**src/logic/smem_pkg.sv**
```systemverilog
// Shared widths, vector typedefs and narrow/wide request and response structs
package smem_pkg;

    // Narrow side is one requester word, wide side is one bank word
    localparam int NARROW_BYTES = 4;
    localparam int WIDE_BYTES = 16;
    localparam int LANES = WIDE_BYTES / NARROW_BYTES;
    localparam int LANE_BITS = $clog2(LANES);

    localparam int TAG_WIDTH = 4;

    // Addresses count narrow words on the requester side
    localparam int NARROW_ADDR_WIDTH = 10;
    localparam int WIDE_ADDR_WIDTH = NARROW_ADDR_WIDTH - LANE_BITS;

    localparam int NARROW_DATA_WIDTH = NARROW_BYTES * 8;
    localparam int WIDE_DATA_WIDTH = WIDE_BYTES * 8;

    typedef logic [NARROW_ADDR_WIDTH-1:0] narrow_addr_t;
    typedef logic [WIDE_ADDR_WIDTH-1:0] wide_addr_t;
    typedef logic [LANE_BITS-1:0] lane_idx_t;

    typedef logic [NARROW_DATA_WIDTH-1:0] narrow_data_t;
    typedef logic [NARROW_BYTES-1:0] narrow_byteen_t;
    typedef logic [WIDE_DATA_WIDTH-1:0] wide_data_t;
    typedef logic [WIDE_BYTES-1:0] wide_byteen_t;

    typedef logic [TAG_WIDTH-1:0] tag_t;

    // Requester side request, rw set means store
    typedef struct packed {
        logic rw;
        narrow_addr_t addr;
        narrow_data_t data;
        narrow_byteen_t byteen;
        tag_t tag;
    } narrow_req_t;

    // Only loads produce a response
    typedef struct packed {
        narrow_data_t data;
        tag_t tag;
    } narrow_rsp_t;

    // Bank side request, data and byte enables cover all lanes
    typedef struct packed {
        logic rw;
        wide_addr_t addr;
        wide_data_t data;
        wide_byteen_t byteen;
        tag_t tag;
    } wide_req_t;

    typedef struct packed {
        wide_data_t data;
        tag_t tag;
    } wide_rsp_t;

endpackage

```
**src/logic/smem_upsize.sv**
```systemverilog
// Narrow-to-wide request adapter with lane placement and read-lane tracking
`timescale 1ns/1ps

module smem_upsize (
    input  logic                 clk,
    input  logic                 reset,

    // Narrow requester side
    input  logic                 src_req_valid,
    output logic                 src_req_ready,
    input  smem_pkg::narrow_req_t src_req,
    output logic                 src_rsp_valid,
    input  logic                 src_rsp_ready,
    output smem_pkg::narrow_rsp_t src_rsp,

    // Wide bank side
    output logic                 dst_req_valid,
    input  logic                 dst_req_ready,
    output smem_pkg::wide_req_t  dst_req,
    input  logic                 dst_rsp_valid,
    output logic                 dst_rsp_ready,
    input  smem_pkg::wide_rsp_t  dst_rsp
);
    import smem_pkg::*;

    // Low address bits pick the lane, the rest address the wide word
    lane_idx_t req_lane;
    wide_addr_t req_wide_addr;

    logic req_fire;
    logic rd_fire;
    logic rsp_fire;

    // Lane of the one outstanding read
    lane_idx_t rsp_lane_q;
    logic rsp_lane_valid_q;
    lane_idx_t rsp_lane;

    // Lane views of the wide data and byte enables
    narrow_data_t [LANES-1:0] wr_data_lanes;
    narrow_byteen_t [LANES-1:0] wr_byteen_lanes;
    narrow_data_t [LANES-1:0] rd_data_lanes;

    assign req_lane = src_req.addr[LANE_BITS-1:0];
    assign req_wide_addr = src_req.addr[NARROW_ADDR_WIDTH-1:LANE_BITS];

    assign req_fire = src_req_valid && src_req_ready;
    assign rd_fire = req_fire && !src_req.rw;
    assign rsp_fire = dst_rsp_valid && dst_rsp_ready;

    // Only the selected lane carries data and enables, other lanes stay zero
    always_comb begin
        wr_data_lanes = '0;
        wr_byteen_lanes = '0;
        wr_data_lanes[req_lane] = src_req.data;
        wr_byteen_lanes[req_lane] = src_req.byteen;
    end

    // Request path is purely combinational
    assign dst_req_valid = src_req_valid;
    assign src_req_ready = dst_req_ready;

    always_comb begin
        dst_req.rw = src_req.rw;
        dst_req.addr = req_wide_addr;
        dst_req.data = wr_data_lanes;
        dst_req.byteen = wr_byteen_lanes;
        dst_req.tag = src_req.tag;
    end

    // A read accepted on the same edge a response drains must keep its lane,
    // so the set takes priority over the clear
    always_ff @(posedge clk) begin
        if (reset) begin
            rsp_lane_q <= '0;
            rsp_lane_valid_q <= 1'b0;
        end else begin
            if (rsp_fire) begin
                rsp_lane_valid_q <= 1'b0;
            end
            if (rd_fire) begin
                rsp_lane_q <= req_lane;
                rsp_lane_valid_q <= 1'b1;
            end
        end
    end

    // Fall back to lane zero when no read is tracked
    assign rsp_lane = rsp_lane_valid_q ? rsp_lane_q : '0;

    assign rd_data_lanes = dst_rsp.data;

    // Response path passes straight through apart from lane selection
    assign src_rsp_valid = dst_rsp_valid;
    assign dst_rsp_ready = src_rsp_ready;

    always_comb begin
        src_rsp.data = rd_data_lanes[rsp_lane];
        src_rsp.tag = dst_rsp.tag;
    end

endmodule

```
**config.mk**
```make
export PLATFORM = sky130hd
export DESIGN_NAME = smem_upsize
export DESIGN_NICKNAME = d
export VERILOG_FILES = /design/src/logic/smem_pkg.sv /design/src/logic/smem_upsize.sv
export SDC_FILE = /design/constraint.sdc
export NUM_CORES = 1
export LEC_CHECK = 0
export ABC_AREA = 1
export BUFFER_PORTS_ARGS = -buffer_cell sky130_fd_sc_hd__buf_2
export CAP_MARGIN = 20
export CORE_AREA = 4 4 149 151
export DETAILED_ROUTE_END_ITERATION = 16
export DIE_AREA = 0 0 153 155
export SETUP_SLACK_MARGIN = 0.15
export SYNTH_ARGS = -nofsm -noshare
export SYNTH_HDL_FRONTEND = slang
export SYNTH_SLANG_ARGS = --single-unit
export TNS_END_PERCENT = 50
```
**constraint.sdc**
```tcl
create_clock -name clk -period 1 [get_ports clk]
set_clock_uncertainty 0.05 [all_clocks]
set_input_delay 0 -clock clk [delete_from_list [all_inputs] [get_ports clk]]
set_output_delay 0 -clock clk [all_outputs]
set_load 0.01 [all_outputs]
```
==> impl_results.md, run 1 <==
* PortBufs at 353
* HPWL Detailed at 12630 um
* Crit. End Element: primary output
* Commonest non-fill, non-tap cell in the layout: buf_2
* Clock Latency Late Sink at 0.22 ns
* Met1 GRT Util at 0.1300
* Multiplexer area fraction after synthesis at 0
* Vias in the first global route at 4473
* Worst min path class: in2reg
* Seq/Total Area, Yosys at 0.02356
* Internal power at 1471 uW
* Synth Area in Simple Gates at 0.5989
* CP Launch Type: flop
* Yosys reg bits at 3
* Post-route insts no fill at 1233
* Combinational fraction of design power at 0.697
* Main combinational cell family by area after synthesis: simple AND/OR/NAND/NOR gates
* Violated checks: setup timing
* Clk pwr share at 0.250
* Final Hold Viols at 0
* Routed Antenna Nets at 0
* Initial drt markers at 255
* CP max stage delay at 0.38 ns
* Achievable frequency at 711.8 MHz
* Place WS at -0.2477 ns
* Adder-cell area share of the yosys netlist at 0
* WP buf/inv at 3
* Drt total wl at 16310 um
* Met3 Usage GRT at 0.01586
* GRT overflow at 0
* Critical path's top delay family: buffers and inverters
* Status: finished, violations left
* Worst-path clk slew at 0.03 ns
* Final period utilization at 1.405
* Rel. slew slack at 0.8379
* Largest net degree at the start of global routing at 37
* Sw frac at 0.4174
* RSZ-0062 raised after global routing: true
* Seq pwr share at 0.053
* Post-synthesis compound-gate area fraction at 0.001964
* N_diodes at 0
* Number of distinct library cells after synthesis at 11
* Boundary Pins at 386
* Share of layout cells above drive strength 1 at 0.4770
* Slew Limit Fails at 0
* Post-synthesis cell count at 613
* Vias per inst at 3.851
* Slowest CP cell: dfxtp_4
* Power Density at 466.5 nW/um^2
* Vias post-DR at 4748
* Syn Nets at 802
* Met2 usage at 0.2215
* Clock root cell: clkbuf_16
* Setup WS post-layout at -0.4050 ns
* WL/cell at 13.23 um
* Die height at 155 um
* Synth warn at 0
* Psw at 1054 uW
* Post-Synth XOR/XNOR Area at 0
* Synthesized area at 2549 sq um
* Slew @ Worst Pin at 0.2429 ns
* Placed cells at 1204
* CTS Buf Count at 3
* FILL cells at 2360
* Commonest non-fill, non-tap cells in the layout: buf_2 (330), inv_1 (170), nor2_1 (137)
* Crit path max fanout at 11
* First-pass GRT wire length at 22560 um
* Static Leakage at 0.003793 uW
* Tot GR Track Use at 0.1153
* Critical path arrival at 1.35 ns
* P&R area growth vs syn at 112.4%
* Final net count at 1148
* Worst Path Required at 0.95 ns
* Final setup fails at 32
* Chip Width at 153 um
* CTS max path bufs at 2
* Final Wtd Congestion at 0.9533
* Syn avg cell area at 4.158 sq um
* CTS Sinks at 3
* DR DRC count at 0
* Most used cell, CP: buf_6
* Max cap viols at 0
* VDD IR max at 0.5035 mV
* Initial Util at 0.1224
* Row count at 53
* Gr busiest metal: met2
* Die Area at 23720 sq um
* DRT Pass-1 Iters at 4
* Core box area at 20820 sq um
* H-tree depth at 1
* CTS tree: built
* Crit path cell chain: nand2_8 > buf_6 > clkbuf_16 > nand2_1 > nand3_2 > nand2_2 > buf_6
* Antenna violations before repair at 2
* Setup CP Type: reg2out
* Min Clock Period, post-route at 1.405 ns
[sequential cells by signal, indices dropped and copies added (netlist names)]
register          flops
rsp_lane_q            2
rsp_lane_valid_q      1
[power groups by stage]
| stage | Clock [uW] | Combinational [uW] | Sequential [uW] |
|---|---|---|---|
| CTS | 637 | 1630 | 132 |
| detailed placement | 0 | 1530 | 133 |
| floorplan | 0 | 809 | 132 |
| global placement | 0 | 1530 | 133 |
| finish | 631 | 1760 | 134 |
| global route | 654 | 1930 | 135 |
[repair_timing]
action	CTS	global route
cloned	2	3
endpoints found under the hold margin	19	0
pin swaps	0	8
resized for setup	11	71
buffers inserted	3	0
setup endpoints to repair	32	43
hold buffers	17	0
[metal layers]
| metal | routed length, um | share of wire |
|---|---|---|
| met5 | 0 | 0 |
| met4 | 514 | 0.032 |
| met3 | 1239 | 0.076 |
| met2 | 8367 | 0.51 |
| met1 | 6192 | 0.38 |
[cell type report]
class / count / area, sq um / share of cell area
clock buffer: 4 / 78.83 / 0.01456
inverter: 172 / 658.1 / 0.1216
multi-input combinational: 386 / 1785 / 0.3299
sequential: 3 / 67.56 / 0.01248
tap: 275 / 344.1 / 0.06357
timing repair buffer: 393 / 2479 / 0.4579
[cells in the mapped netlist]
| master | instances | area share |
|---|---|---|
| nand2_1 | 172 | 0.25 |
| inv_1 | 171 | 0.25 |
| nor2_1 | 148 | 0.22 |
| nand3_1 | 65 | 0.13 |
| buf_2 | 27 | 0.053 |
| buf_4 | 22 | 0.065 |
| dfxtp_1 | 3 | 0.024 |
| clkbuf_1 | 2 | 0.0029 |
| a21oi_1 | 1 | 0.0020 |
| buf_1 | 1 | 0.0015 |
| inv_2 | 1 | 0.0015 |
[path summary, 6_finish.rpt]
kind / slack, ns / startpoint / to / cells past startpoint
max: -0.40 / rsp_lane_valid_q$_SDFFE_PP0P_ / src_rsp[18] / 7
min: 0.01 / src_req[40] / rsp_lane_q[0]$_SDFFE_PP0P_ / 3
max reg2reg: 0.20 / rsp_lane_valid_q$_SDFFE_PP0P_ / rsp_lane_valid_q$_SDFFE_PP0P_ / 3
min reg2reg: 0.50 / rsp_lane_q[1]$_SDFFE_PP0P_ / rsp_lane_q[1]$_SDFFE_PP0P_ / 4
[kinds of logic after synthesis]
| kind of cell | after synthesis |
|---|---|
| and+or+nand+nor | 385 |
| buffers and inverters | 224 |
| DFF | 3 |
| AOI/OAI and AO/OA | 1 |
[worst register-to-register path, cell delays in order (launching register included)]
cell and delay [ns]:
dfxtp_4 0.38, buf_4 0.12, nand2_1 0.04, a21oi_1 0.13
[through the flow]
| stage | utilization | hold WS (ns) | total power (uW) | instance area (sq um) | setup TNS [ns] |
|---|---|---|---|---|---|
| floorplan | - | 0.01165 | 940.8 | 2696 | 0 |
| global placement | 0.2241 | -0.04993 | 1665 | 4666 | -6.781 |
| detailed placement | 0.2241 | -0.04993 | 1663 | 4666 | -7.039 |
| CTS | 0.2414 | 0.009047 | 2402 | 5026 | -11.97 |
| global route | 0.2599 | 0.03789 | 2715 | 5413 | -13.26 |
| finish | 0.2599 | 0.01066 | 2525 | 5413 | -11.55 |
No activity file was read; power rests on OpenSTA's default activity.
==> run 2, diff against run 1 <==
--- a/config.mk
+++ b/config.mk
@@ -8,9 +8,12 @@
 export ABC_AREA = 1
 export BUFFER_PORTS_ARGS = -buffer_cell sky130_fd_sc_hd__buf_2
 export CAP_MARGIN = 20
-export CORE_AREA = 4 4 149 151
+export CELL_PAD_IN_SITES_DETAIL_PLACEMENT = 1
+export CELL_PAD_IN_SITES_GLOBAL_PLACEMENT = 2
+export CORE_MARGIN = 4
+export CORE_UTILIZATION = 10
 export DETAILED_ROUTE_END_ITERATION = 16
-export DIE_AREA = 0 0 153 155
+export PLACE_DENSITY_LB_ADDON = 0.1
 export SETUP_SLACK_MARGIN = 0.15
 export SYNTH_ARGS = -nofsm -noshare
 export SYNTH_HDL_FRONTEND = slang
==> impl_results.md, run 2 (synthesized netlist as in run 1, its figures left out) <==
* Die height at 167.6 um
* Total stage count of the critical path at 7
* Status: finished, violations left
* CTS max path bufs at 2
* WL/cell at 15.96 um
* Boundary Pins at 386
* CTS Sinks at 3
* Core box area at 25110 sq um
* VDD IR max at 0.3324 mV
* WHS Path Cells at 4
* Worst min path class: in2reg
* P&R area growth vs syn at 138.2%
* Vias post-DR at 4744
* Crit path max fanout at 7
* Crit. End Element: primary output
* Setup TNS at -11.40 ns
* Slew Limit Fails at 0
* GRT overflow at 0
* Violated checks: setup timing
* Commonest non-fill, non-tap cell in the layout: buf_2
* Static Leakage at 0.004018 uW
* Chip Width at 167.6 um
* Critical path arrival at 1.33 ns
* Row count at 58
* R2R cell count at 4
* CP Launch Type: flop
* Share of layout cells above drive strength 1 at 0.5200
* Top flop regs: rsp_lane_q (2), rsp_lane_valid_q (1)
* Final period utilization at 1.379
* Critical path's top delay family: buffers and inverters
* Slowest CP cell: dfxtp_4
* CP max stage delay at 0.38 ns
* Placed Area at 4785 sq um
* Crit path cell chain: nand2_8 > buf_12 > buf_12 > nand2_2 > nand3_2 > nand2_2 > buf_6
* Setup WS post-layout at -0.3788 ns
* CTS tree: built
* Place WS at -0.1905 ns
* Die Area at 28100 sq um
* Final Hold Viols at 0
* Min Clock Period, post-route at 1.379 ns
* DR DRC count at 0
* Initial Util at 0.1015
* Tot GR Track Use at 0.1236
* Rel. slew slack at 0.8073
* Final setup fails at 32
* Final Wtd Congestion at 0.7378
* Initial drt markers at 82
* Vias in the first global route at 4819
* Clock Latency Late Sink at 0.22 ns
* Final net count at 1165
* RSZ-0062 raised after global routing: true
* Setup CP Type: reg2out
* Largest net degree at the start of global routing at 37
* Clock root cell: clkbuf_16
* Routed Antenna Nets at 0
* H-tree depth at 1
* Max cap viols at 0
* HPWL Detailed at 15580 um
* Worst Path Required at 0.95 ns
* Largest reg by FF count: rsp_lane_q
* Max reg flops at 2
* Power Density at 449.8 nW/um^2
* DRT Pass-1 Iters at 4
* Antenna violations before repair at 3
* Final instance area at 6072 sq um
* Worst-path clk slew at 0.03 ns
* Vias per inst at 3.632
* PortBufs at 353
* Drt total wl at 20840 um
* Core Util, Final at 0.2418
* Slew @ Worst Pin at 0.2883 ns
* CTS Buf Count at 3
* Achievable frequency at 725.3 MHz
* WP buf/inv at 3
* First-pass GRT wire length at 27940 um
* Commonest non-fill, non-tap cells in the layout: buf_2 (322), inv_1 (167), nor2_1 (135)
* Hold_ws at 0.07021 ns
## run 2: timing repair
item | CTS | global route
endpoints found under the hold margin | 18 | 0
buffers inserted | 1 | 4
hold buffers | 17 | 0
pin swaps | 0 | 25
gates resized for setup | 27 | 127
cloned | 1 | 14
endpoints found under the setup margin | 70 | 127
## run 2: power breakdown
part | switching [uW] | internal [uW]
combinational | 1020 | 940
clock | 108 | 526
sequential | 10.1 | 124
total | 1140 | 1590
## run 2: metrics by stage
stage | total power (uW) | std cells
2_1_floorplan | 940.8 | 613
3_3_place_gp | 1763 | 1264
3_5_place_dp | 1740 | 1264
4_1_cts | 2506 | 1287
5_1_grt | 2971 | 1306
6_report | 2731 | 1306
## run 2: per-layer routing
layer	up-vias	share of wire	GRT usage
met4	2	0.0070	0.01376
met2	205	0.54	0.2396
met1	2114	0.37	0.1333
li1	2413	-	-
met3	10	0.081	0.04178
met5	-	0.00096	0
## run 2: final timing paths
check                                              startpoint                             to  slack [ns]
worst max-delay path            rsp_lane_valid_q$_SDFFE_PP0P_                    src_rsp[35]       -0.38
worst min-delay path                            dst_rsp_valid  rsp_lane_valid_q$_SDFFE_PP0P_        0.07
worst max register to register  rsp_lane_valid_q$_SDFFE_PP0P_  rsp_lane_valid_q$_SDFFE_PP0P_        0.09
worst min register to register     rsp_lane_q[1]$_SDFFE_PP0P_     rsp_lane_q[1]$_SDFFE_PP0P_        0.53
## run 2: tightest hold or removal path, cell delays in order
cell and delay (ns):
buf_2 0.08, nand2_1 0.09, nand2_2 0.07, a21oi_2 0.05
## run 2: layout make-up
class                   count  area, sq um
inverters                 172        673.1
multi-input cells         386         1962
well taps                 330        412.9
repair buffers            410         2875
flip-flops and latches      3        67.56
fillers                  3322        19040
clock buffers               4        78.83
diodes                      1        2.502
